**config.mk**
```make
export PLATFORM = sky130hd
export DESIGN_NAME = axi_read_ctrl
export DESIGN_NICKNAME = d
export VERILOG_FILES = /design/src/verilog/axi_sram_pkg.sv /design/src/verilog/burst_addr_gen.sv /design/src/verilog/axi_read_ctrl.sv
export VERILOG_INCLUDE_DIRS = /design/src /design/src/include
export SDC_FILE = /design/constraint.sdc
export NUM_CORES = 1
export LEC_CHECK = 0
export ABC_CLOCK_PERIOD_IN_PS = 3300
export BUFFER_PORTS_ARGS = -buffer_cell sky130_fd_sc_hd__buf_2
export CAP_MARGIN = 25
export CORE_MARGIN = 4
export CORE_UTILIZATION = 44
export CTS_BUF_LIST = sky130_fd_sc_hd__clkbuf_8
export DETAILED_ROUTE_END_ITERATION = 8
export GPL_TIMING_DRIVEN = 0
export HOLD_SLACK_MARGIN = 0.12
export PLACE_DENSITY = 0.92
export SYNTH_ARGS = -nofsm -noshare
export SYNTH_HDL_FRONTEND = slang
export SYNTH_SLANG_ARGS = --single-unit
```
**constraint.sdc**
```tcl
create_clock -name clock -period 3.3 [get_ports clock]
set_clock_uncertainty 0.1 [all_clocks]
set_input_delay 0.33 -clock clock [delete_from_list [all_inputs] [get_ports clock]]
set_output_delay 0.33 -clock clock [all_outputs]
set_load 0.02 [all_outputs]
```
**src/include/axi_sram_defines.svh**
```systemverilog
`ifndef AXI_SRAM_DEFINES_SVH
`define AXI_SRAM_DEFINES_SVH

// AXI channel field widths
`define AXI_ID_BITS    4    // Transaction ID
`define AXI_ADDR_BITS  32   // Byte address
`define AXI_DATA_BITS  32   // One word per beat
`define AXI_STRB_BITS  4    // One strobe per byte lane
`define AXI_LEN_BITS   4    // Up to 16 beats
`define AXI_SIZE_BITS  3    // Bytes per beat as a power of two

// SRAM geometry
`define SRAM_WORDS     1024 // Depth in words
`define SRAM_ADDR_BITS 10   // Word index, log2 of depth

// Must agree with the two above
// Byte address bits 1:0 select the lane inside a word
// Index taken from byte address bits 11:2

`endif

```
**src/verilog/axi_sram_pkg.sv**
```systemverilog
`include "axi_sram_defines.svh"

package axi_sram_pkg;

    // AXI burst encoding, 2'b11 reserved
    typedef enum logic [1:0] {
        BURST_FIXED = 2'b00,
        BURST_INCR  = 2'b01,
        BURST_WRAP  = 2'b10  // Handled as INCR here
    } burst_t;

    typedef enum logic [1:0] {
        WR_IDLE = 2'b00, // Waiting for aw
        WR_DATA = 2'b01, // Taking w beats
        WR_RESP = 2'b10  // Holding b until accepted
    } wr_state_t;

    typedef enum logic [1:0] {
        RD_IDLE  = 2'b00, // Waiting for ar
        RD_FETCH = 2'b01, // SRAM read issued
        RD_DATA  = 2'b10  // Beat presented on r
    } rd_state_t;

    // Shared by aw and ar
    typedef struct packed {
        logic [`AXI_ID_BITS-1:0]   id;
        logic [`AXI_ADDR_BITS-1:0] addr;
        logic [`AXI_LEN_BITS-1:0]  len;   // Beats minus one
        logic [`AXI_SIZE_BITS-1:0] size;
        burst_t                    burst;
    } aw_req_t;

    typedef struct packed {
        logic [`AXI_DATA_BITS-1:0] data;
        logic [`AXI_STRB_BITS-1:0] strb;
        logic                      last;
    } w_beat_t;

    typedef struct packed {
        logic [`AXI_ID_BITS-1:0] id;
        logic [1:0]              resp;  // Always OKAY
    } b_rsp_t;

    typedef struct packed {
        logic [`AXI_ID_BITS-1:0]   id;
        logic [`AXI_DATA_BITS-1:0] data;
        logic [1:0]                resp; // Always OKAY
        logic                      last;
    } r_beat_t;

    // One strobed word write into the bank
    typedef struct packed {
        logic [`SRAM_ADDR_BITS-1:0] index;
        logic [`AXI_DATA_BITS-1:0]  data;
        logic [`AXI_STRB_BITS-1:0]  be;    // Byte lane enables
    } mem_wr_t;

endpackage

```
**src/verilog/burst_addr_gen.sv**
```systemverilog
`timescale 1ns/100ps
`include "axi_sram_defines.svh"

module burst_addr_gen (
    input  logic                       clock,
    input  logic                       reset,
    input  logic                       load,       // Start of burst
    input  axi_sram_pkg::aw_req_t      req,
    input  logic                       step,       // One beat consumed
    output logic [`SRAM_ADDR_BITS-1:0] word_index,
    output logic                       last_beat
);

    // Byte offset inside the bank, two extra bits below the word index
    localparam int OFFS_BITS = `SRAM_ADDR_BITS + 2;

    logic [OFFS_BITS-1:0]      addr_q;  // Current byte offset
    axi_sram_pkg::burst_t      burst_q;
    logic [`AXI_SIZE_BITS-1:0] size_q;
    logic [`AXI_LEN_BITS-1:0]  count_q; // Beats left after this one
    logic [OFFS_BITS-1:0]      incr;

    assign incr = OFFS_BITS'(1) << size_q; // 2**size bytes per beat

    always_ff @(posedge clock or negedge reset) begin
        if (!reset) begin
            addr_q  <= '0;
            burst_q <= axi_sram_pkg::BURST_FIXED;
            size_q  <= '0;
            count_q <= '0;
        end else if (load) begin
            addr_q  <= req.addr[OFFS_BITS-1:0]; // Upper bits dropped, modulo depth
            burst_q <= req.burst;
            size_q  <= req.size;
            count_q <= req.len;
        end else if (step) begin
            // FIXED stays put, INCR, WRAP and reserved all advance
            if (burst_q != axi_sram_pkg::BURST_FIXED)
                addr_q <= addr_q + incr;
            if (count_q != '0)
                count_q <= count_q - 1'b1; // Saturate at the final beat
        end
    end

    assign word_index = addr_q[OFFS_BITS-1:2];
    assign last_beat  = (count_q == '0);

endmodule

```
**src/verilog/axi_read_ctrl.sv**
```systemverilog
`timescale 1ns/100ps
`include "axi_sram_defines.svh"

module axi_read_ctrl (
    input  logic                       clock,
    input  logic                       reset,
    input  axi_sram_pkg::aw_req_t      ar,
    input  logic                       ar_valid,
    output logic                       ar_ready,
    output axi_sram_pkg::r_beat_t      r,
    output logic                       r_valid,
    input  logic                       r_ready,
    output logic                       mem_rd_en,
    output logic [`SRAM_ADDR_BITS-1:0] mem_rd_index,
    input  logic [`AXI_DATA_BITS-1:0]  mem_rd_data
);

    axi_sram_pkg::rd_state_t state;
    axi_sram_pkg::rd_state_t state_next;
    logic [`AXI_ID_BITS-1:0] id_q;      // Echoed on every beat
    logic                    last_beat; // Final beat of the burst
    logic                    ar_fire;
    logic                    r_fire;

    assign ar_fire = ar_valid && ar_ready;
    assign r_fire  = r_valid && r_ready;

    burst_addr_gen u_addr_gen (
        .clock      (clock),
        .reset      (reset),
        .load       (ar_fire),
        .req        (ar),
        .step       (r_fire),     // Advance once the beat is taken
        .word_index (mem_rd_index),
        .last_beat  (last_beat)
    );

    always_comb begin
        state_next = state;
        case (state)
            axi_sram_pkg::RD_IDLE:
                if (ar_fire)
                    state_next = axi_sram_pkg::RD_FETCH;
            axi_sram_pkg::RD_FETCH:
                state_next = axi_sram_pkg::RD_DATA; // Data lands next cycle
            axi_sram_pkg::RD_DATA:
                if (r_fire)
                    state_next = last_beat ? axi_sram_pkg::RD_IDLE
                                           : axi_sram_pkg::RD_FETCH;
            default:
                state_next = axi_sram_pkg::RD_IDLE;
        endcase
    end

    always_ff @(posedge clock or negedge reset) begin
        if (!reset) begin
            state    <= axi_sram_pkg::RD_IDLE;
            ar_ready <= 1'b0;
            r_valid  <= 1'b0;
        end else begin
            state    <= state_next;
            ar_ready <= (state_next == axi_sram_pkg::RD_IDLE);
            r_valid  <= (state_next == axi_sram_pkg::RD_DATA);
        end
    end

    always_ff @(posedge clock) begin
        if (ar_fire)
            id_q <= ar.id;
    end

    assign mem_rd_en = (state == axi_sram_pkg::RD_FETCH); // One read per beat

    // Bank output holds while stalled, so the beat stays stable
    assign r = '{id: id_q, data: mem_rd_data, resp: 2'b00, last: last_beat};

endmodule

```
==> results.md, run 1 <==
* Outcome: completed
* Initial drt markers at between 90 and 100
* Routed vias/inst at 5.09
* Worst path cell trace: clkbuf_1, or3b_1, inv_1, ha_1, a211oi_1, o21ai_0, o21ai_0, mux2i_1, nand3_1
* Post-Layout Cell Count at 390
* Met1 WL at a little over 2 mm
* Core ar. at 4470 um^2
* Die Ht at 77.1 um
* Commonest non-fill, non-tap cell in the layout: buf_2
* Initial antenna violation count at 0
* Max incr delay on CP at 0.45 ns
* Most used cell, CP: o21ai_0
* Top sig layer: met4
* Root buffer cell: clkbuf_8
* Worst path slowest cell: or3b_1
* CTS buffer count at 5
* Leakage Power at roughly 1.4 nW
* Post-Synth Adder-Cell Area at 6.31%
* Largest net degree at the start of global routing at 26
* Io pins at 133
* Worst-path clk slew at 0.06 ns
* Area leader, netlist: dfrtp_1
* Seq/Total Area, Yosys at 35.5%
* Nets at approximately 430
* Max Cap Viol at 0
* CTS sink cnt at 29
* Synth cell types at 43
* Max_slew headroom at between 50% and 60%
* Pwr Total at roughly 2.3 mW
* First-pass GRT wire length at 8.69 mm
* Critical Path AT at 2.77 ns
* Area share of the largest cell type after synthesis at 29.8%
* Final wirelength at 5.27 mm
* Post-synthesis compound-gate area fraction at 17.5%
* Cell area after layout at around 2700 um^2
* Metal2 WL at 2.70 mm
* Hold Path Class: in2reg
* Setup TNS Final at 0 ns
* Cells after Synth at 246
* Post-Syn Area at roughly 2100 um^2
* Grt total ovfl at 0
* H-tree depth at 2
* Post-DRT Antenna Nets at 0
* Vias in the first global route at between 2000 and 2500
* Area of the multi-input gates at 948 um^2
* Clk Latency, worst-skew pair at roughly 0.28 ns
* Average size of a mapped cell at ~8.5 um^2
* Chip Width at between 70 and 80 um
* Mux share of post-synthesis cell area at 1.43%
* Synthesized flop and latch total at 29
* Peak supply drop at 0.269 mV
* CP Class: reg2reg
* Yosys warns at 0
* Most area-consuming cells after synthesis: dfrtp_1, buf_4, nand2_1
* CTS tree: done
* Wire length on met3 at about 460 um
* Pre-CTS setup slack at 0.680 ns
* RSZ-0062 raised after global routing: false
* Post-layout min period at 2.71 ns
* FILL cells at 407
* GP Congestion at 0.907
* Crit Path Max Fanout at 9
* Synth Area in XOR/XNOR at 1.67%
* Post-cts resize count at 0
* Commonest cells after routing, fill and taps aside: buf_2, buf_4, nand2_1, dfrtp_1
* DP Area at 2560 um^2
* Post-CTS Setup Inserts at 0
* Longest Clk Path Bufs at 2
* Worst-Margin Slew at 0.670 ns
* Area occupied by registers at 746 um^2
* Port-buffer cells at 78
* Crit path launch type: flop
* Avg WL per Cell at about 14 um
* Die Area at 5940 um^2
* Antenna Cells at 0
* FP Rows at 24
* Slew Limit Fails at 0
* Syn-to-layout area delta at 29.3%
* Final Hold Vio Count at 0
* Setup ws final at 0.590 ns
* Cell total after placement at roughly 380
* GRT Total Usage at 17.9%
* Dpl hpwl at 4.06 mm
* P per Cell Area at 831 nW/um^2
* Highest Clock Rate at 369 MHz
* DR DRC count at 0
* CP endpoint kind: flop
* Final period util at between 80% and 90%
* Final setup violation count at 0
* Cts hold-fix bufs at 5
* 1st-pass router iterations at 4
* Ratio of cells with drive above 1 in the final layout at 40.2%
* Vias at a little under 2000
* Post-synthesis simple-gate area fraction at between 15 and 20%
* Largest family of logic cells by synthesized area: buffers and inverters
* Initial Util at between 40% and 50%
* Required @ worst endpoint at 3.36 ns
==> state kept, by name, indices dropped and copies added, names as in the netlist <==
name / count
u_addr_gen.burst_q: 2
r_valid: 1
id_q: 4
u_addr_gen.count_q: 4
ar_ready: 1
state: 2
u_addr_gen.addr_q: 12
u_addr_gen.size_q: 3
==> Yosys cell counts <==
library cell and count:
a2111oi_2 1, a211o_1 2, a211oi_1 5, a211oi_2 1, a21o_1 2, a21oi_1 12, a31oi_1 4, and2_1 1
and3_1 3, and3b_1 1, buf_2 1, buf_4 45, clkbuf_1 9, clkinv_1 1, conb_1 1, dfrtp_1 25
edfxtp_1 4, fa_1 1, ha_1 9, inv_1 8, mux2i_1 3, nand2_1 35, nand3_1 7, nand4_1 2
nand4_2 1, nor2_1 15, nor2b_1 2, nor3_1 5, nor3b_1 3, nor4_1 3, o211a_1 1, o211a_4 1
o211ai_1 1, o211ai_2 1, o21a_1 4, o21ai_0 15, o21ai_1 3, o21ai_2 1, o31ai_1 1, or3b_1 1
or4_1 1, xnor2_1 3, xor2_1 1
==> worst paths after layout <==
check,startpoint,end,slack [ns],cells after the start
worst max-delay path,u_addr_gen.size_q[0]$_DFFE_PN0P_,u_addr_gen.addr_q[5]$_DFFE_PN0P_,0.59,9
worst min-delay path,ar[2],u_addr_gen.size_q[0]$_DFFE_PN0P_,0.14,3
worst max register to register,u_addr_gen.size_q[0]$_DFFE_PN0P_,u_addr_gen.addr_q[5]$_DFFE_PN0P_,0.59,9
worst min register to register,state[0]$_DFF_PN0_,state[0]$_DFF_PN0_,0.37,1
max in group asynchronous,reset,state[1]$_DFF_PN0_,2.24,2
min in group asynchronous,reset,u_addr_gen.addr_q[9]$_DFFE_PN0P_,0.48,2
==> metrics by stage <==
step | util, % | hold WS (ns)
after floorplan | - | -0.0656
after global placement | 57.2 | 0.254
after detailed placement | 57.2 | 0.261
after global routing | 60.7 | 0.135
final | 60.7 | 0.140
after CTS | 60.7 | 0.136
==> critical path: cells and delay by family (launching register included) <==
kind / cells / cell delay (ns)
multiplexers: 1 / 0.24
AND/OR/NAND/NOR: 2 / 0.54
buffers and inverters: 2 / 0.39
flip-flops: 1 / 0.32
adder cells (fa/ha/maj): 1 / 0.24
AO/OA/AOI/OAI: 3 / 0.77
==> routing by layer <==
layer	vias to the layer above	GRT usage, %
met5	-	0
met1	893	19.8
met2	99	32.1
li1	983	-
met4	0	6.76
met3	10	5.15
==> cell families (layout without fill, tap and decap cells) <==
group | after synthesis | count (layout)
multiplexers | 3 | 3
adder cells (fa/ha/maj) | 10 | 10
XOR/XNOR | 4 | 4
other | 1 | 2
AO/OA/AOI/OAI | 55 | 55
AND/OR/NAND/NOR | 80 | 80
buffers and inverters | 64 | 155
flip-flops | 29 | 29
==> layout make-up <==
class	count	share of cell area, %
clock buffer	5	2.53
clock inverter	3	1.38
buffer	55	13.9
multi-input combinational	154	34.9
tap	52	2.40
sequential	29	27.5
inverter	9	1.24
timing repair buffer	83	16.2
==> power breakdown <==
part / internal (mW) / switching [mW] / total (mW)
Combinational: 0.531 / 0.716 / 1.25
Clock: 0.220 / 0.139 / 0.359
Sequential: 0.525 / 0.128 / 0.652
Note: power is estimated with default switching activity, not from simulation.
==> inputs of run 2 (changes only) <==
--- a/config.mk
+++ b/config.mk
@@ -6,16 +6,16 @@
 export SDC_FILE = /design/constraint.sdc
 export NUM_CORES = 1
 export LEC_CHECK = 0
-export ABC_CLOCK_PERIOD_IN_PS = 3300
+export ABC_CLOCK_PERIOD_IN_PS = 2220
 export BUFFER_PORTS_ARGS = -buffer_cell sky130_fd_sc_hd__buf_2
 export CAP_MARGIN = 25
 export CORE_MARGIN = 4
-export CORE_UTILIZATION = 44
+export CORE_UTILIZATION = 40
 export CTS_BUF_LIST = sky130_fd_sc_hd__clkbuf_8
 export DETAILED_ROUTE_END_ITERATION = 8
 export GPL_TIMING_DRIVEN = 0
 export HOLD_SLACK_MARGIN = 0.12
-export PLACE_DENSITY = 0.92
+export PLACE_DENSITY = 0.89
 export SYNTH_ARGS = -nofsm -noshare
 export SYNTH_HDL_FRONTEND = slang
 export SYNTH_SLANG_ARGS = --single-unit
==> constraint.sdc (replaced) <==
create_clock -name clock -period 2.22 [get_ports clock]
set_clock_uncertainty 0.1 [all_clocks]
set_input_delay 0.222 -clock clock [delete_from_list [all_inputs] [get_ports clock]]
set_output_delay 0.222 -clock clock [all_outputs]
set_load 0.02 [all_outputs]
==> run 2 against run 1 <==
The flow now finishes with violations (negative setup slack). Largest cell class is now buffers. Sequential cell count is the same. Cell count increased by 12%. Sequential share of layout area down 3.5 points. Critical path type unchanged. Highest routed layer unchanged. Critical endpoint is now u_addr_gen.addr_q[11]$_DFFE_PN0P_. Design area rose by 15%.
==> results.md, run 2 (synthesis results as in run 1) <==
* Max Cap Viol at 0
* Vias in the first global route at between 2000 and 2500
* Slew Limit Fails at 0
* Post-Layout Cell Count at 437
* Post-DRT Antenna Nets at 0
* Regs by FF count: u_addr_gen.addr_q (12), id_q (4), u_addr_gen.count_q (4)
* GRT Total Usage at 18.1%
* Critical Path AT at 2.46 ns
* Syn-to-layout area delta at 48.7%
* FP Rows at 26
* Longest Clk Path Bufs at 2
* Final wirelength at 6.06 mm
* Cell total after placement at 395
* Commonest cells after routing, fill and taps aside: buf_2, buf_4, nand2_1, dlygate4sd3_1, dfrtp_1
* Post-layout min period at 2.34 ns
* Io pins at 133
* Leakage Power at ~1.6 nW
* Delay-heaviest family, CP: simple AND/OR/NAND/NOR gates
* Worst-path clk slew at 0.06 ns
* Worst path slowest cell: dfrtp_2
* Buffers plus inverters on the worst setup path at 1
* CP Class: reg2reg
* Vias at 2153
* Port-buffer cells at 78
* P per Cell Area at 1220 nW/um^2
* Commonest non-fill, non-tap cell in the layout: buf_2
* Worst-Margin Slew at 0.610 ns
* Routed vias/inst at ~5
* H-tree depth at 2
* Hold_ws at 0.131 ns
* First-pass GRT wire length at 9.15 mm
* Outcome: finished, violations left
* Initial Util at about two fifths
* Required @ worst endpoint at 2.34 ns
* Initial drt markers at 159
* Antenna Cells at 0
* Root buffer cell: clkbuf_8
* Clk Latency, worst-skew pair at 0.29 ns
* Die Ht at 80.5 um
* Largest net degree at the start of global routing at 26
* Die Area at about 6500 um^2
* CP endpoint kind: flop
* Chip Width at around 80 um
* Final period util at 105%
* CTS sink cnt at 29
* Cell area after layout at 3120 um^2
* 1st-pass router iterations at 4
* Setup ws final at -0.117 ns
* Crit path launch type: flop
* Max incr delay on CP at around 0.45 ns
* Max_slew headroom at 59.3%
* Hold Path Class: in2reg
* Max reg flops at 12
* Grt total ovfl at 0
* Peak supply drop at 0.382 mV
* Initial antenna violation count at 0
* CTS buffer count at 5
* Register bank with the most flops: u_addr_gen.addr_q
* Nets at 457
* Worst path cell trace: buf_4, and3b_1, ha_1, o21ai_1, o21ai_2, o211ai_2, or4_1, nand4_1
* Core ar. at 5110 um^2
* DR DRC count at 0
* Crit Path Max Fanout at 7
* Dpl hpwl at 4.09 mm
* GP Congestion at 0.861
* Ratio of cells with drive above 1 in the final layout at 46.0%
* Failing checks: negative setup slack
* Final Hold Vio Count at 0
* Highest Clock Rate at about 430 MHz
* Avg WL per Cell at 13.9 um
* RSZ-0062 raised after global routing: true
* CTS tree: done
* DP Area at 2620 um^2
* Final setup violation count at 6
==> run 2: cell count changes in the layout (fill, tap and decap cells not counted), sizes merged <==
cell         before  now
buf             124  137
dlygate4sd3       5   24
clkbuf           14   11
==> run 2: timing repair <==
item | in CTS | in global routing
setup endpoints to repair | 7 | 9
resized for setup | 13 | 6
setup buffers | 7 | 5
hold endpoints to repair | 48 | 0
pin swaps | 11 | 8
hold buffers | 24 | 0
==> run 2: path summary, 6_finish.rpt <==
kind | startpoint | slack, ns | endpoint | cells after the start
max | u_addr_gen.size_q[1]$_DFFE_PN0P_ | -0.12 | u_addr_gen.addr_q[11]$_DFFE_PN0P_ | 8
min | ar[9] | 0.13 | u_addr_gen.addr_q[0]$_DFFE_PN0P_ | 3
max in group asynchronous | reset | 1.23 | u_addr_gen.size_q[1]$_DFFE_PN0P_ | 2
min reg2reg | state[0]$_DFF_PN0_ | 0.35 | state[0]$_DFF_PN0_ | 1
min in group asynchronous | reset | 0.37 | u_addr_gen.addr_q[4]$_DFFE_PN0P_ | 2
max reg2reg | u_addr_gen.size_q[1]$_DFFE_PN0P_ | -0.12 | u_addr_gen.addr_q[11]$_DFFE_PN0P_ | 8
==> run 2: metal layers <==
metal / share of wire (%) / GRT usage [%] / vias up
met4: 3.1 / 8.45 / 0
li1: - / - / 1045
met5: 0 / 0 / -
met1: 36 / 19.4 / 974
met3: 9.1 / 3.81 / 18
met2: 51 / 33.6 / 116
==> run 2: report_power, final <==
| part | switching (mW) | internal [mW] |
|---|---|---|
| Sequential | 0.251 | 0.784 |
| Combinational | 1.20 | 1.04 |
| Clock | 0.205 | 0.326 |
| Total | 1.66 | 2.15 |
==> run 2: layout make-up <==
class                      count  area (um^2)
fill                         445         1980
multi-input combinational    154         1050
tap                           70         87.6
clock buffer                   5         68.8
timing repair buffer         114          721
clock inverter                 3         37.5
inverter                       9         33.8
buffer                        53          380
sequential                    29          748
==> run 2: tightest hold or removal path, delay by kind of cell <==
kind / cells / cell delay, ns
buffers and inverters: 1 / 0.11
and+or+nand+nor: 1 / 0.10
AOI/OAI and AO/OA: 1 / 0.05
==> run 2: per-stage QoR <==
| stage | power, mW | setup WS, ns | TNS, ns | util, % |
|---|---|---|---|---|
| finish | 3.80 | -0.117 | -0.406 | 61.1 |
| detailed placement | 2.88 | -0.138 | -0.650 | 51.3 |
| global route | 4.09 | -0.263 | -1.31 | 61.1 |
| global placement | 2.80 | -0.117 | -0.451 | 51.3 |
| floorplan | 2.41 | 0.00971 | 0 | - |
| CTS | 3.63 | -0.00424 | -0.00424 | 60.0 |
