`config.mk`:
```
export PLATFORM = sky130hd
export DESIGN_NAME = axi_write_ctrl
export DESIGN_NICKNAME = d
export VERILOG_FILES = /design/src/verilog/axi_sram_pkg.sv /design/src/verilog/burst_addr_gen.sv /design/src/verilog/axi_write_ctrl.sv
export VERILOG_INCLUDE_DIRS = /design/src /design/src/include
export SDC_FILE = /design/constraint.sdc
export NUM_CORES = 1
export LEC_CHECK = 0
export BUFFER_PORTS_ARGS = -buffer_cell sky130_fd_sc_hd__clkbuf_2
export CORE_MARGIN = 2
export CORE_UTILIZATION = 30
export DETAILED_ROUTE_END_ITERATION = 6
export HOLD_SLACK_MARGIN = 0.15
export PLACE_DENSITY_LB_ADDON = 0.15
export SLEW_MARGIN = 20
export SYNTH_ARGS = -nofsm -noshare
export SYNTH_HDL_FRONTEND = slang
export SYNTH_HIERARCHICAL = 1
export SYNTH_SLANG_ARGS = --single-unit
```
`constraint.sdc`:
```
create_clock -name clock -period 2.6 [get_ports clock]
set_input_delay 0.13 -clock clock [delete_from_list [all_inputs] [get_ports clock]]
set_output_delay 0.13 -clock clock [all_outputs]
set_load 0.01 [all_outputs]
```
`src/include/axi_sram_defines.svh`:
```
`ifndef AXI_SRAM_DEFINES_SVH
`define AXI_SRAM_DEFINES_SVH

// AXI channel field widths
`define AXI_ID_BITS    4    // Transaction ID
`define AXI_ADDR_BITS  32   // Byte address
`define AXI_DATA_BITS  32   // One word per beat
`define AXI_STRB_BITS  4    // One strobe per byte lane
`define AXI_LEN_BITS   4    // Up to 16 beats
`define AXI_SIZE_BITS  3    // Bytes per beat as a power of two

// SRAM geometry
`define SRAM_WORDS     1024 // Depth in words
`define SRAM_ADDR_BITS 10   // Word index, log2 of depth

// Must agree with the two above
// Byte address bits 1:0 select the lane inside a word
// Index taken from byte address bits 11:2

`endif

```
`src/verilog/axi_sram_pkg.sv`:
```
`include "axi_sram_defines.svh"

package axi_sram_pkg;

    // AXI burst encoding, 2'b11 reserved
    typedef enum logic [1:0] {
        BURST_FIXED = 2'b00,
        BURST_INCR  = 2'b01,
        BURST_WRAP  = 2'b10  // Handled as INCR here
    } burst_t;

    typedef enum logic [1:0] {
        WR_IDLE = 2'b00, // Waiting for aw
        WR_DATA = 2'b01, // Taking w beats
        WR_RESP = 2'b10  // Holding b until accepted
    } wr_state_t;

    typedef enum logic [1:0] {
        RD_IDLE  = 2'b00, // Waiting for ar
        RD_FETCH = 2'b01, // SRAM read issued
        RD_DATA  = 2'b10  // Beat presented on r
    } rd_state_t;

    // Shared by aw and ar
    typedef struct packed {
        logic [`AXI_ID_BITS-1:0]   id;
        logic [`AXI_ADDR_BITS-1:0] addr;
        logic [`AXI_LEN_BITS-1:0]  len;   // Beats minus one
        logic [`AXI_SIZE_BITS-1:0] size;
        burst_t                    burst;
    } aw_req_t;

    typedef struct packed {
        logic [`AXI_DATA_BITS-1:0] data;
        logic [`AXI_STRB_BITS-1:0] strb;
        logic                      last;
    } w_beat_t;

    typedef struct packed {
        logic [`AXI_ID_BITS-1:0] id;
        logic [1:0]              resp;  // Always OKAY
    } b_rsp_t;

    typedef struct packed {
        logic [`AXI_ID_BITS-1:0]   id;
        logic [`AXI_DATA_BITS-1:0] data;
        logic [1:0]                resp; // Always OKAY
        logic                      last;
    } r_beat_t;

    // One strobed word write into the bank
    typedef struct packed {
        logic [`SRAM_ADDR_BITS-1:0] index;
        logic [`AXI_DATA_BITS-1:0]  data;
        logic [`AXI_STRB_BITS-1:0]  be;    // Byte lane enables
    } mem_wr_t;

endpackage

```
`src/verilog/burst_addr_gen.sv`:
```
`timescale 1ns/100ps
`include "axi_sram_defines.svh"

module burst_addr_gen (
    input  logic                       clock,
    input  logic                       reset,
    input  logic                       load,       // Start of burst
    input  axi_sram_pkg::aw_req_t      req,
    input  logic                       step,       // One beat consumed
    output logic [`SRAM_ADDR_BITS-1:0] word_index,
    output logic                       last_beat
);

    // Byte offset inside the bank, two extra bits below the word index
    localparam int OFFS_BITS = `SRAM_ADDR_BITS + 2;

    logic [OFFS_BITS-1:0]      addr_q;  // Current byte offset
    axi_sram_pkg::burst_t      burst_q;
    logic [`AXI_SIZE_BITS-1:0] size_q;
    logic [`AXI_LEN_BITS-1:0]  count_q; // Beats left after this one
    logic [OFFS_BITS-1:0]      incr;

    assign incr = OFFS_BITS'(1) << size_q; // 2**size bytes per beat

    always_ff @(posedge clock or negedge reset) begin
        if (!reset) begin
            addr_q  <= '0;
            burst_q <= axi_sram_pkg::BURST_FIXED;
            size_q  <= '0;
            count_q <= '0;
        end else if (load) begin
            addr_q  <= req.addr[OFFS_BITS-1:0]; // Upper bits dropped, modulo depth
            burst_q <= req.burst;
            size_q  <= req.size;
            count_q <= req.len;
        end else if (step) begin
            // FIXED stays put, INCR, WRAP and reserved all advance
            if (burst_q != axi_sram_pkg::BURST_FIXED)
                addr_q <= addr_q + incr;
            if (count_q != '0)
                count_q <= count_q - 1'b1; // Saturate at the final beat
        end
    end

    assign word_index = addr_q[OFFS_BITS-1:2];
    assign last_beat  = (count_q == '0);

endmodule

```
`src/verilog/axi_write_ctrl.sv`:
```
`timescale 1ns/100ps
`include "axi_sram_defines.svh"

module axi_write_ctrl (
    input  logic                  clock,
    input  logic                  reset,
    input  axi_sram_pkg::aw_req_t aw,
    input  logic                  aw_valid,
    output logic                  aw_ready,
    input  axi_sram_pkg::w_beat_t w,
    input  logic                  w_valid,
    output logic                  w_ready,
    output axi_sram_pkg::b_rsp_t  b,
    output logic                  b_valid,
    input  logic                  b_ready,
    output logic                  mem_wr_en,
    output axi_sram_pkg::mem_wr_t mem_wr
);

    axi_sram_pkg::wr_state_t    state;
    axi_sram_pkg::wr_state_t    state_next;
    logic [`AXI_ID_BITS-1:0]    id_q;     // Burst ID for the response
    logic [`SRAM_ADDR_BITS-1:0] wr_index; // Word of the current beat
    logic                       aw_fire;
    logic                       w_fire;
    logic                       b_fire;

    assign aw_fire = aw_valid && aw_ready;
    assign w_fire  = w_valid && w_ready;
    assign b_fire  = b_valid && b_ready;

    // Burst ends on w.last, beat count not checked
    burst_addr_gen u_addr_gen (
        .clock      (clock),
        .reset      (reset),
        .load       (aw_fire),
        .req        (aw),
        .step       (w_fire),
        .word_index (wr_index),
        .last_beat  ()
    );

    always_comb begin
        state_next = state;
        case (state)
            axi_sram_pkg::WR_IDLE:
                if (aw_fire)
                    state_next = axi_sram_pkg::WR_DATA;
            axi_sram_pkg::WR_DATA:
                if (w_fire && w.last)
                    state_next = axi_sram_pkg::WR_RESP;
            axi_sram_pkg::WR_RESP:
                if (b_fire)
                    state_next = axi_sram_pkg::WR_IDLE; // Only stall point
            default:
                state_next = axi_sram_pkg::WR_IDLE;
        endcase
    end

    // Handshake flags follow the next state, all low in reset
    always_ff @(posedge clock or negedge reset) begin
        if (!reset) begin
            state    <= axi_sram_pkg::WR_IDLE;
            aw_ready <= 1'b0;
            w_ready  <= 1'b0;
            b_valid  <= 1'b0;
        end else begin
            state    <= state_next;
            aw_ready <= (state_next == axi_sram_pkg::WR_IDLE);
            w_ready  <= (state_next == axi_sram_pkg::WR_DATA);
            b_valid  <= (state_next == axi_sram_pkg::WR_RESP);
        end
    end

    always_ff @(posedge clock) begin
        if (aw_fire)
            id_q <= aw.id;
    end

    // Each accepted beat is written on the same edge
    assign mem_wr_en = w_fire;

    always_comb begin
        mem_wr.index = wr_index;
        mem_wr.data  = w.data;
        mem_wr.be    = w.strb; // Strobes map straight onto byte lanes
    end

    assign b = '{id: id_q, resp: 2'b00}; // OKAY

endmodule

```
==> out/metrics.json, run 1 <==
{
  "grt_antenna_before_repair": {"value": 0},
  "first_global_vias": {"value": 1374},
  "die_h": {"value": 83.6, "unit": "µm"},
  "routed_wire_length": {"value": 3800, "unit": "µm"},
  "synthesis.yosys.warnings": {"value": 6},
  "netlist_instances": {"value": 196},
  "outcome": {"value": "finished clean"},
  "dp.final_hpwl": {"value": 2740, "unit": "µm"},
  "critical_path.max_fanout": {"value": 9},
  "detail-route-antenna-nets": {"value": 0},
  "timing.critical_path.arrival": {"value": 2.64, "unit": "ns"},
  "detail_route.iter0.violations": {"value": 56},
  "cts_tree": {"value": "done"},
  "post_cts_setup_buffer_count": {"value": 0},
  "gp_routability_congestion": {"value": 0.743},
  "max_freq": {"value": 405, "unit": "MHz"},
  "portBuffers": {"value": 44},
  "finalCritPeriodShare": {"value": 95.0, "unit": "%"},
  "irDropWorstVdd": {"value": 0.355, "unit": "mV"},
  "clkSinkCount": {"value": 26},
  "grt_max_degree": {"value": 23},
  "cpMostUsedCell": {"value": "o31ai_2"},
  "layout-area-overhead-vs-synth": {"value": 14.0, "unit": "%"},
  "design.core.area": {"value": 6030, "unit": "µm²"},
  "drt_pre_antenna_iters": {"value": 4},
  "detail_route.vias_per_cell": {"value": 4.58},
  "num_antenna_cells": {"value": 0},
  "fin_util": {"value": 35.9, "unit": "%"},
  "timing.final.max_slew_violations": {"value": 0},
  "netlist_area_before_placement": {"value": 1900, "unit": "µm²"},
  "setup_viol_count_final": {"value": 0},
  "timing.critical_path.to_type": {"value": "flip-flop"},
  "hold_slack": {"value": 0.174, "unit": "ns"},
  "setup.worst_path.class": {"value": "reg2reg"},
  "min_path_type": {"value": "in2reg"},
  "wire_length_of_the_first_global_routing_pass": {"value": 6620, "unit": "µm"},
  "post-route-min-period": {"value": 2.47, "unit": "ns"},
  "required_time_of_the_worst_setup_path": {"value": 2.77, "unit": "ns"},
  "post_dp_cell_area": {"value": 1850, "unit": "µm²"},
  "critPathLaunchType": {"value": "flip-flop"},
  "cts-root-to-sink-buffers": {"value": 2},
  "tritoncts.num_buffers": {"value": 3},
  "fin_setup_tns": {"value": 0, "unit": "ns"},
  "cp_slowest_stage_delay": {"value": 0.53, "unit": "ns"},
  "post_route_cells_drive_above_1_share": {"value": 29.8, "unit": "%"},
  "timing.max_slew.rel_slack": {"value": 60.4, "unit": "%"},
  "detailed_route_wire_length_per_cell": {"value": 13.0, "unit": "µm"},
  "vias": {"value": 1342},
  "initial_core_util": {"value": 31.5, "unit": "%"},
  "placement_rows": {"value": 28},
  "cellPowerDensity": {"value": 1030, "unit": "nW/µm²"},
  "htree_num_levels": {"value": 1},
  "crit_chain": {"value": "or3b_2 -> inv_1 -> ha_1 -> a211oi_2 -> o31ai_2 -> o31ai_2 -> xnor2_1 -> a221o_1"},
  "die_width": {"value": 83.6, "unit": "µm"},
  "postLayoutCellArea": {"value": 2170, "unit": "µm²"},
  "drv.max_cap_violation_count": {"value": 0},
  "grt_use_total": {"value": 11.6, "unit": "%"},
  "final-hold-violation-count": {"value": 0},
  "cp_slowest_cell": {"value": "or3b_2"},
  "worst_skew_pair.late_latency": {"value": 0.28, "unit": "ns"},
  "fin_skew": {"value": 0.00333, "unit": "ns"},
  "design_power_total": {"value": 2.24, "unit": "mW"},
  "layout.filler_cells": {"value": 642},
  "drcViolationCount": {"value": 0},
  "rsz_0062_raised_after_global_routing": {"value": "false"},
  "synth_area_per_cell": {"value": 9.69, "unit": "µm²"},
  "p_leak": {"value": 1.00, "unit": "nW"},
  "floorplan.die_area": {"value": 6980, "unit": "µm²"},
  "design.portCount": {"value": 143},
  "clock_pin_slew_reported_for_the_worst_setup_and_hold_paths_after_clock_tree_synthesis": {"value": 0.10, "unit": "ns"},
  "final_nets": {"value": 315},
  "worstMarginPinSlew": {"value": 0.594, "unit": "ns"},
  "grt_remaining_overflow": {"value": 0},
  "cts_root_buf": {"value": "clkbuf_8"}
}
-- cell type report --
cell class                      count  area (µm²)  share of cell area (%)
Tap cell                           75        93.8                    4.33
Clock buffer                        4        66.3                    3.06
Multi-Input combinational cell    114         840                    38.8
Sequential cell                    26         672                    31.0
Timing Repair Buffer               71         483                    22.3
Inverter                            3        11.3                   0.520
-- power breakdown --
part           total (mW)  internal, mW  switching, mW
logic                1.15         0.563          0.591
registers           0.775         0.592          0.183
clock network       0.311         0.168          0.144
total                2.24          1.32          0.918
-- final timing paths --
path | startpoint | to | slack [ns] | depth (start not counted)
setup reg to reg | u_addr_gen/size_q[1] | u_addr_gen/addr_q[7] | 0.13 | 8
max in group asynchronous | reset | u_addr_gen/size_q[0] | 1.80 | 2
setup / recovery | u_addr_gen/size_q[1] | u_addr_gen/addr_q[7] | 0.13 | 8
hold reg to reg | u_addr_gen/burst_q[1] | u_addr_gen/burst_q[1] | 0.56 | 1
hold / removal | b_ready | b_valid | 0.17 | 3
min in group asynchronous | reset | u_addr_gen/addr_q[1] | 0.38 | 2
-- critical path, delay by kind of cell, from the launching register on --
kind | cells | cell delay [ns]
DFF | 1 | 0.47
buffers and inverters | 1 | 0.07
adders and majority gates | 1 | 0.22
xor gates and xnor gates | 1 | 0.09
AOI/OAI and AO/OA | 4 | 0.97
and+or+nand+nor | 1 | 0.53
-- registers in the layout, summed over array words and instances (netlist names) --
| name | cells |
|---|---|
| u_addr_gen/burst_q | 2 |
| u_addr_gen/addr_q | 12 |
| id_q | 4 |
| b_valid | 1 |
| w_ready | 1 |
| state | 2 |
| u_addr_gen/size_q | 3 |
| aw_ready | 1 |
-- layout by cell type (no fill, tap or decap), types with 2 or more instances in the layout --
cell type      instances
a22oi_1                2
nand4_1                2
mux2_2                 5
a211oi_2               2
o31ai_2                2
nor3b_1                5
o21ai_0                6
mux2i_1                7
dlygate4sd3_1         24
ha_1                   8
o21ai_1                4
a311oi_1               2
nor2_1                 8
a221o_1                2
xor2_1                 2
dfrtp_1               21
a21oi_1                7
edfxtp_1               4
clkbuf_2              44
nor2b_1                4
inv_1                  3
o31ai_1                2
nor3_1                 4
clkbuf_8               3
o21a_1                 3
nand2_1               17
conb_1                 2
xnor2_1                5
buf_4                  3
-- layer usage --
layer	GRT usage [%]	part of all wire [%]	vias to the layer above
li1	-	-	679
met1	15.7	48	625
met2	17.9	45	34
met3	3.56	5.7	4
met4	2.79	1.1	0
met5	0	0	-
-- stage by stage --
stage          cells  setup WS (ns)
2_1_floorplan    197          0.252
3_3_place_gp     265          0.132
3_5_place_dp     265          0.142
4_1_cts          293          0.102
5_1_grt          293         0.0110
6_report         293          0.130
-- repair_timing --
action                                  CTS  global route
hold buffers                             24             0
hold endpoints to repair                 46             0
endpoints found under the setup margin    0             1
resized for setup                         0             2
Note: power is estimated with default switching activity, not from simulation.
==> run 2: changes to the inputs <==
--- a/config.mk
+++ b/config.mk
@@ -10,6 +10,7 @@
 export CORE_MARGIN = 2
 export CORE_UTILIZATION = 30
 export DETAILED_ROUTE_END_ITERATION = 6
+export GPL_TIMING_DRIVEN = 0
 export HOLD_SLACK_MARGIN = 0.15
 export PLACE_DENSITY_LB_ADDON = 0.15
 export SLEW_MARGIN = 20
@@ -17,3 +18,4 @@
 export SYNTH_HDL_FRONTEND = slang
 export SYNTH_HIERARCHICAL = 1
 export SYNTH_SLANG_ARGS = --single-unit
+export TNS_END_PERCENT = 30
==> run 2 against run 1 <==
Against the previous run:
- combinational power up 17%
- flip-flop and latch count unchanged
- register-to-register slack about the same
- clock power about the same
- worst setup slack worse by 0.0015 ns
- sequential power up 0.5%
- core utilization up 8.9 points
- final area up 25%
- non-clock buffer count up 86
- global-route usage up 2.1 points
- sequential share of layout area down 6.1 points
- clock skew up 0.0056 ns
==> out/metrics.json, run 2 (synthesis gave the netlist of run 1 again) <==
{
  "mostFrequentLayoutCells": {"value": "clkbuf_2 (80), buf_4 (49), dlygate4sd3_1 (24), dfrtp_1 (21), nand2_1 (17)"},
  "design.core.area": {"value": 6030, "unit": "µm²"},
  "worst_setup_path_startpoint": {"value": "u_addr_gen/size_q[1]"},
  "min_path_type": {"value": "in2reg"},
  "die_h": {"value": 83.6, "unit": "µm"},
  "setup_viol_count_final": {"value": 0},
  "timing.final.max_slew_violations": {"value": 0},
  "preCtsSetupSlack": {"value": -0.00114, "unit": "ns"},
  "timing.critical_path.to_type": {"value": "flip-flop"},
  "portBuffers": {"value": 80},
  "post_route_cells_drive_above_1_share": {"value": 48.0, "unit": "%"},
  "num_antenna_cells": {"value": 0},
  "detailed_route_wire_length_per_cell": {"value": 12.2, "unit": "µm"},
  "final_nets": {"value": 401},
  "grt_antenna_before_repair": {"value": 0},
  "first_global_vias": {"value": 1696},
  "layout.filler_cells": {"value": 617},
  "detail-route-antenna-nets": {"value": 0},
  "cts-root-to-sink-buffers": {"value": 2},
  "grt_max_degree": {"value": 23},
  "timing.critical_path.arrival": {"value": 2.64, "unit": "ns"},
  "timing.max_slew.rel_slack": {"value": 51.7, "unit": "%"},
  "postLayoutCellArea": {"value": 2700, "unit": "µm²"},
  "finalCritPeriodShare": {"value": 95.1, "unit": "%"},
  "layout_top_registers": {"value": "u_addr_gen/addr_q (12), id_q (4), u_addr_gen/size_q (3)"},
  "dp.final_hpwl": {"value": 3490, "unit": "µm"},
  "required_time_of_the_worst_setup_path": {"value": 2.77, "unit": "ns"},
  "max_freq": {"value": 405, "unit": "MHz"},
  "min-delay-start": {"value": "b_ready"},
  "placement_rows": {"value": 28},
  "wire_length_of_the_first_global_routing_pass": {"value": 7850, "unit": "µm"},
  "min_path_cells": {"value": 3},
  "cts_tree": {"value": "done"},
  "tritoncts.num_buffers": {"value": 3},
  "postLayoutSetupSlackWorst": {"value": 0.129, "unit": "ns"},
  "critPathLaunchType": {"value": "flip-flop"},
  "p_leak": {"value": 1.38, "unit": "nW"},
  "layout.cells.most_common": {"value": "clkbuf_2"},
  "cts_root_buf": {"value": "clkbuf_8"},
  "rsz_0062_raised_after_global_routing": {"value": "false"},
  "floorplan.die_area": {"value": 6980, "unit": "µm²"},
  "fin_setup_tns": {"value": 0, "unit": "ns"},
  "drcViolationCount": {"value": 0},
  "routed_wire_length": {"value": 4610, "unit": "µm"},
  "gp_routability_congestion": {"value": 0.792},
  "drv.max_cap_violation_count": {"value": 0},
  "setup.worst_path.class": {"value": "reg2reg"},
  "fin_skew": {"value": 0.00889, "unit": "ns"},
  "final-hold-violation-count": {"value": 0},
  "post-route-min-period": {"value": 2.47, "unit": "ns"},
  "max_flop_register": {"value": "u_addr_gen/addr_q"},
  "htree_num_levels": {"value": 1},
  "drt_pre_antenna_iters": {"value": 4},
  "outcome": {"value": "finished clean"},
  "irDropWorstVdd": {"value": 0.365, "unit": "mV"},
  "post_dp_cell_area": {"value": 2400, "unit": "µm²"},
  "clkSinkCount": {"value": 26},
  "design.portCount": {"value": 143},
  "initial_core_util": {"value": 31.5, "unit": "%"},
  "cellPowerDensity": {"value": 901, "unit": "nW/µm²"},
  "detail_route.vias_per_cell": {"value": 4.36},
  "worst-r2r-setup-slack": {"value": 0.13, "unit": "ns"},
  "layout-area-overhead-vs-synth": {"value": 42.2, "unit": "%"},
  "worstReg2RegStart": {"value": "u_addr_gen/size_q[1]"},
  "clock_pin_slew_reported_for_the_worst_setup_and_hold_paths_after_clock_tree_synthesis": {"value": 0.10, "unit": "ns"},
  "cell_depth_of_the_worst_flop_to_flop_path": {"value": 8},
  "worst_skew_pair.late_latency": {"value": 0.28, "unit": "ns"},
  "worstMarginPinSlew": {"value": 0.719, "unit": "ns"},
  "grt_remaining_overflow": {"value": 0},
  "vias": {"value": 1651},
  "holdPathEnd": {"value": "state[1]"},
  "reg_to_reg_end": {"value": "u_addr_gen/addr_q[7]"},
  "detail_route.iter0.violations": {"value": 40},
  "grt_use_total": {"value": 13.6, "unit": "%"},
  "die_width": {"value": 83.6, "unit": "µm"},
  "post_cts_setup_buffer_count": {"value": 0},
  "critical_path.max_fanout": {"value": 9},
  "largest_register_ff_count": {"value": 12}
}
## run 2: worst max-delay path by stage
stage               cells after the start                    end  slack (ns)
finish                                  8   u_addr_gen/addr_q[7]        0.13
CTS                                     8   u_addr_gen/addr_q[7]         0.1
global route                            7  u_addr_gen/addr_q[10]       0.004
detailed placement                      9   u_addr_gen/addr_q[7]      -0.001
global placement                        9   u_addr_gen/addr_q[7]        0.02
floorplan                               9   u_addr_gen/addr_q[7]        0.25
## run 2: what timing repair did
item | 4_1_cts | 5_1_grt
endpoints found under the setup margin | 1 | 1
hold buffers | 24 | 0
gates resized for setup | 0 | 1
hold endpoints to repair | 47 | 0
## run 2: critical path, stage by stage, from the launching register on
cell      delay [ns]
dfrtp_1         0.48
or3b_2          0.53
inv_1           0.07
ha_1            0.22
a211oi_2        0.31
o31ai_2         0.14
o31ai_2         0.21
xnor2_1         0.09
a221o_1         0.30
## run 2: where the power goes
part	leakage (nW)	internal [mW]	switching (mW)
clock network	0.0339	0.168	0.143
logic	1.04	0.695	0.650
registers	0.300	0.592	0.187
total	1.38	1.45	0.980
## run 2: metrics by stage
step           hold slack (ns)  total power, mW  std cells  utilization, %
3_5_place_dp             0.181             2.11        352            39.8
5_1_grt                  0.196             2.66        379            44.8
6_report                 0.179             2.43        379            44.8
2_1_floorplan           -0.166             1.75        197               -
4_1_cts                  0.168             2.47        379            44.8
3_3_place_gp             0.172             2.09        352            39.8
## run 2: metal layers
layer  up-vias  wire (µm)  track usage (%)
met5         -          0                0
met4         0         49             2.79
met3         4        274             3.07
met2        65       2090             23.2
met1       735       2190             17.7
li1        847          -                -
## run 2: final cells by class
cell class	count	area (µm²)	share of cell area [%]
multi-input combinational	114	835	30.9
buffer	53	383	14.2
inverter	3	11.3	0.417
clock buffer	4	66.3	2.45
sequential	26	672	24.9
tap	75	93.8	3.47
timing repair buffer	104	641	23.7
==> run 3: changes to the inputs <==
--- a/config.mk
+++ b/config.mk
@@ -13,6 +13,7 @@
 export GPL_TIMING_DRIVEN = 0
 export HOLD_SLACK_MARGIN = 0.15
 export PLACE_DENSITY_LB_ADDON = 0.15
+export SETUP_SLACK_MARGIN = 0.5
 export SLEW_MARGIN = 20
 export SYNTH_ARGS = -nofsm -noshare
 export SYNTH_HDL_FRONTEND = slang
==> run 3 against run 2 <==
Against the previous run:
- wire length increased by 0.50%
- non-clock buffer count increased by 13
- worst setup slack better by 0.22 ns
- global-route usage fell by 0.38 points
- flip-flop and latch count unchanged
- count of clock-buffer cells in the layout shrank 1
- via count is 2.8% higher
- power up 12%
- critical endpoint unchanged
- core utilization rose by 3.1 points
- largest cell class unchanged
- hold slack got worse by 0.0062 ns
==> out/metrics.json, run 3 (synthesis gave the netlist of run 1 again) <==
{
  "outcome": {"value": "finished clean"},
  "holdPathEnd": {"value": "b_valid"},
  "portBuffers": {"value": 80},
  "irDropWorstVdd": {"value": 0.409, "unit": "mV"},
  "required_time_of_the_worst_setup_path": {"value": 2.77, "unit": "ns"},
  "initial_core_util": {"value": 31.5, "unit": "%"},
  "wire_length_of_the_first_global_routing_pass": {"value": 7710, "unit": "µm"},
  "setup_viol_count_final": {"value": 0},
  "clock_pin_slew_reported_for_the_worst_setup_and_hold_paths_after_clock_tree_synthesis": {"value": 0.10, "unit": "ns"},
  "setup.worst_path.class": {"value": "reg2reg"},
  "max_flop_register": {"value": "u_addr_gen/addr_q"},
  "postLayoutSetupSlackWorst": {"value": 0.348, "unit": "ns"},
  "cell_depth_of_the_worst_flop_to_flop_path": {"value": 9},
  "layout-area-overhead-vs-synth": {"value": 52.1, "unit": "%"},
  "htree_num_levels": {"value": 1},
  "detail_route.vias_per_cell": {"value": 4.33},
  "first_global_vias": {"value": 1676},
  "gr-max-usage-layer": {"value": "met2"},
  "pwr-share-clk": {"value": 12.7, "unit": "%"},
  "design.portCount": {"value": 143},
  "fin_util": {"value": 47.9, "unit": "%"},
  "timing.final.max_slew_violations": {"value": 0},
  "worstReg2RegStart": {"value": "u_addr_gen/size_q[0]"},
  "reg_to_reg_end": {"value": "u_addr_gen/addr_q[7]"},
  "detailed_route_wire_length_per_cell": {"value": 11.8, "unit": "µm"},
  "postLayoutCellArea": {"value": 2890, "unit": "µm²"},
  "cts_tree": {"value": "done"},
  "worstMarginPinSlew": {"value": 0.698, "unit": "ns"},
  "final_nets": {"value": 414},
  "vias": {"value": 1698},
  "critical_path.max_fanout": {"value": 4},
  "pwr-share-comb": {"value": 59.8, "unit": "%"},
  "worst-r2r-setup-slack": {"value": 0.35, "unit": "ns"},
  "post-route-min-period": {"value": 2.25, "unit": "ns"},
  "detail-route-antenna-nets": {"value": 0},
  "floorplan.die_area": {"value": 6980, "unit": "µm²"},
  "preCtsSetupSlack": {"value": 0.253, "unit": "ns"},
  "layout.cells.most_common": {"value": "clkbuf_2"},
  "final-hold-violation-count": {"value": 0},
  "min_path_cells": {"value": 3},
  "net-switching-power": {"value": 1.06, "unit": "mW"},
  "num_antenna_cells": {"value": 0},
  "internal-power": {"value": 1.66, "unit": "mW"},
  "timing.critical_path.arrival": {"value": 2.42, "unit": "ns"},
  "rsz_0062_raised_after_global_routing": {"value": "true"},
  "max_freq": {"value": 444, "unit": "MHz"},
  "dp.final_hpwl": {"value": 3450, "unit": "µm"},
  "min_path_type": {"value": "in2reg"},
  "cts_root_buf": {"value": "clkbuf_8"},
  "clkSinkCount": {"value": 26},
  "fin_setup_tns": {"value": 0, "unit": "ns"},
  "grt_antenna_before_repair": {"value": 0},
  "finalCritPeriodShare": {"value": 86.6, "unit": "%"},
  "mostFrequentLayoutCells": {"value": "clkbuf_2 (80), buf_4 (61), dlygate4sd3_1 (24), dfrtp_1 (20), nand2_1 (17)"},
  "p_leak": {"value": 1.44, "unit": "nW"},
  "cts-root-to-sink-buffers": {"value": 2},
  "fin_skew": {"value": 0.00359, "unit": "ns"},
  "sw_frac_of_total": {"value": 39.1, "unit": "%"},
  "tritoncts.num_buffers": {"value": 3},
  "die_h": {"value": 83.6, "unit": "µm"},
  "detail_route.iter0.violations": {"value": 72},
  "global_route.usage.met2": {"value": 23.5, "unit": "%"},
  "post_route_cells_drive_above_1_share": {"value": 53.9, "unit": "%"},
  "routed_wire_length": {"value": 4630, "unit": "µm"},
  "die_width": {"value": 83.6, "unit": "µm"},
  "timing.critical_path.to_type": {"value": "flip-flop"},
  "grt_max_degree": {"value": 23},
  "drt_pre_antenna_iters": {"value": 4},
  "share_seq_of_total_power": {"value": 27.4, "unit": "%"},
  "min-delay-start": {"value": "b_ready"},
  "layout_top_registers": {"value": "u_addr_gen/addr_q (12), id_q (4), u_addr_gen/size_q (3)"},
  "largest_register_ff_count": {"value": 12},
  "drv.max_cap_violation_count": {"value": 0},
  "critPathLaunchType": {"value": "flip-flop"},
  "timing.max_slew.rel_slack": {"value": 53.1, "unit": "%"},
  "grt_use_total": {"value": 13.2, "unit": "%"},
  "cellPowerDensity": {"value": 942, "unit": "nW/µm²"},
  "worst_skew_pair.late_latency": {"value": 0.28, "unit": "ns"},
  "placement_rows": {"value": 28},
  "global_route.usage.met3": {"value": 2.08, "unit": "%"},
  "post_dp_cell_area": {"value": 2430, "unit": "µm²"},
  "drcViolationCount": {"value": 0},
  "globalRouteMet1Util": {"value": 16.8, "unit": "%"},
  "grt_remaining_overflow": {"value": 0},
  "design.core.area": {"value": 6030, "unit": "µm²"},
  "gp_routability_congestion": {"value": 0.735}
}
==> run 3: cell type report <==
class,instances,area [µm²]
repair buffers,116,731
inverters,3,11.3
multi-input cells,114,912
plain buffers,54,397
fillers,591,3140
clock inverters,1,30.0
clock buffers,3,41.3
well taps,75,93.8
flip-flops and latches,26,673
==> run 3: stage by stage <==
step / power, mW / cells / hold slack, ns
4_1_cts: 2.70 / 389 / 0.171
3_5_place_dp: 2.15 / 352 / 0.171
5_1_grt: 2.95 / 392 / 0.210
3_3_place_gp: 2.13 / 352 / 0.160
2_1_floorplan: 1.79 / 197 / -0.166
6_report: 2.72 / 392 / 0.173
==> run 3: how the worst max path moves through the flow <==
stage                    startpoint                    to  cells past startpoint
2_1_floorplan  u_addr_gen/size_q[2]  u_addr_gen/addr_q[7]                      8
3_3_place_gp   u_addr_gen/size_q[2]  u_addr_gen/addr_q[7]                      8
3_5_place_dp   u_addr_gen/size_q[2]  u_addr_gen/addr_q[7]                      8
4_1_cts        u_addr_gen/size_q[0]  u_addr_gen/addr_q[7]                      9
5_1_grt        u_addr_gen/size_q[0]  u_addr_gen/addr_q[7]                      9
6_report       u_addr_gen/size_q[0]  u_addr_gen/addr_q[7]                      9
==> run 3: layer usage <==
layer	wire length [µm]	vias to the layer above	share of wire [%]
li1	-	873	-
met1	2040	760	44
met2	2340	63	51
met3	206	2	4.5
met4	41	0	0.89
met5	0	-	0
==> run 3: worst max-delay path, cell delays in order (launching register included) <==
cell and delay [ns]:
dfrtp_1 0.35, clkbuf_8 0.13, or3b_4 0.40, inv_2 0.08, ha_4 0.19, a211oi_4 0.26, o31ai_4 0.12, o31ai_2 0.23
xnor2_1 0.10, a221o_1 0.29
==> run 3: power groups by stage <==
stage,logic (mW),registers (mW),clock network [mW]
2_1_floorplan,1.05,0.743,0
3_3_place_gp,1.36,0.772,0
3_5_place_dp,1.38,0.776,0
4_1_cts,1.59,0.749,0.364
5_1_grt,1.79,0.780,0.378
6_report,1.63,0.746,0.347
==> run 3: what timing repair did <==
item | 4_1_cts | 5_1_grt
endpoints found under the setup margin | 7 | 10
gates cloned | 0 | 0
pin swaps | 8 | 7
buffers inserted | 9 | 3
gates resized for setup | 10 | 3
endpoints found under the hold margin | 47 | 0
hold buffers | 24 | 0
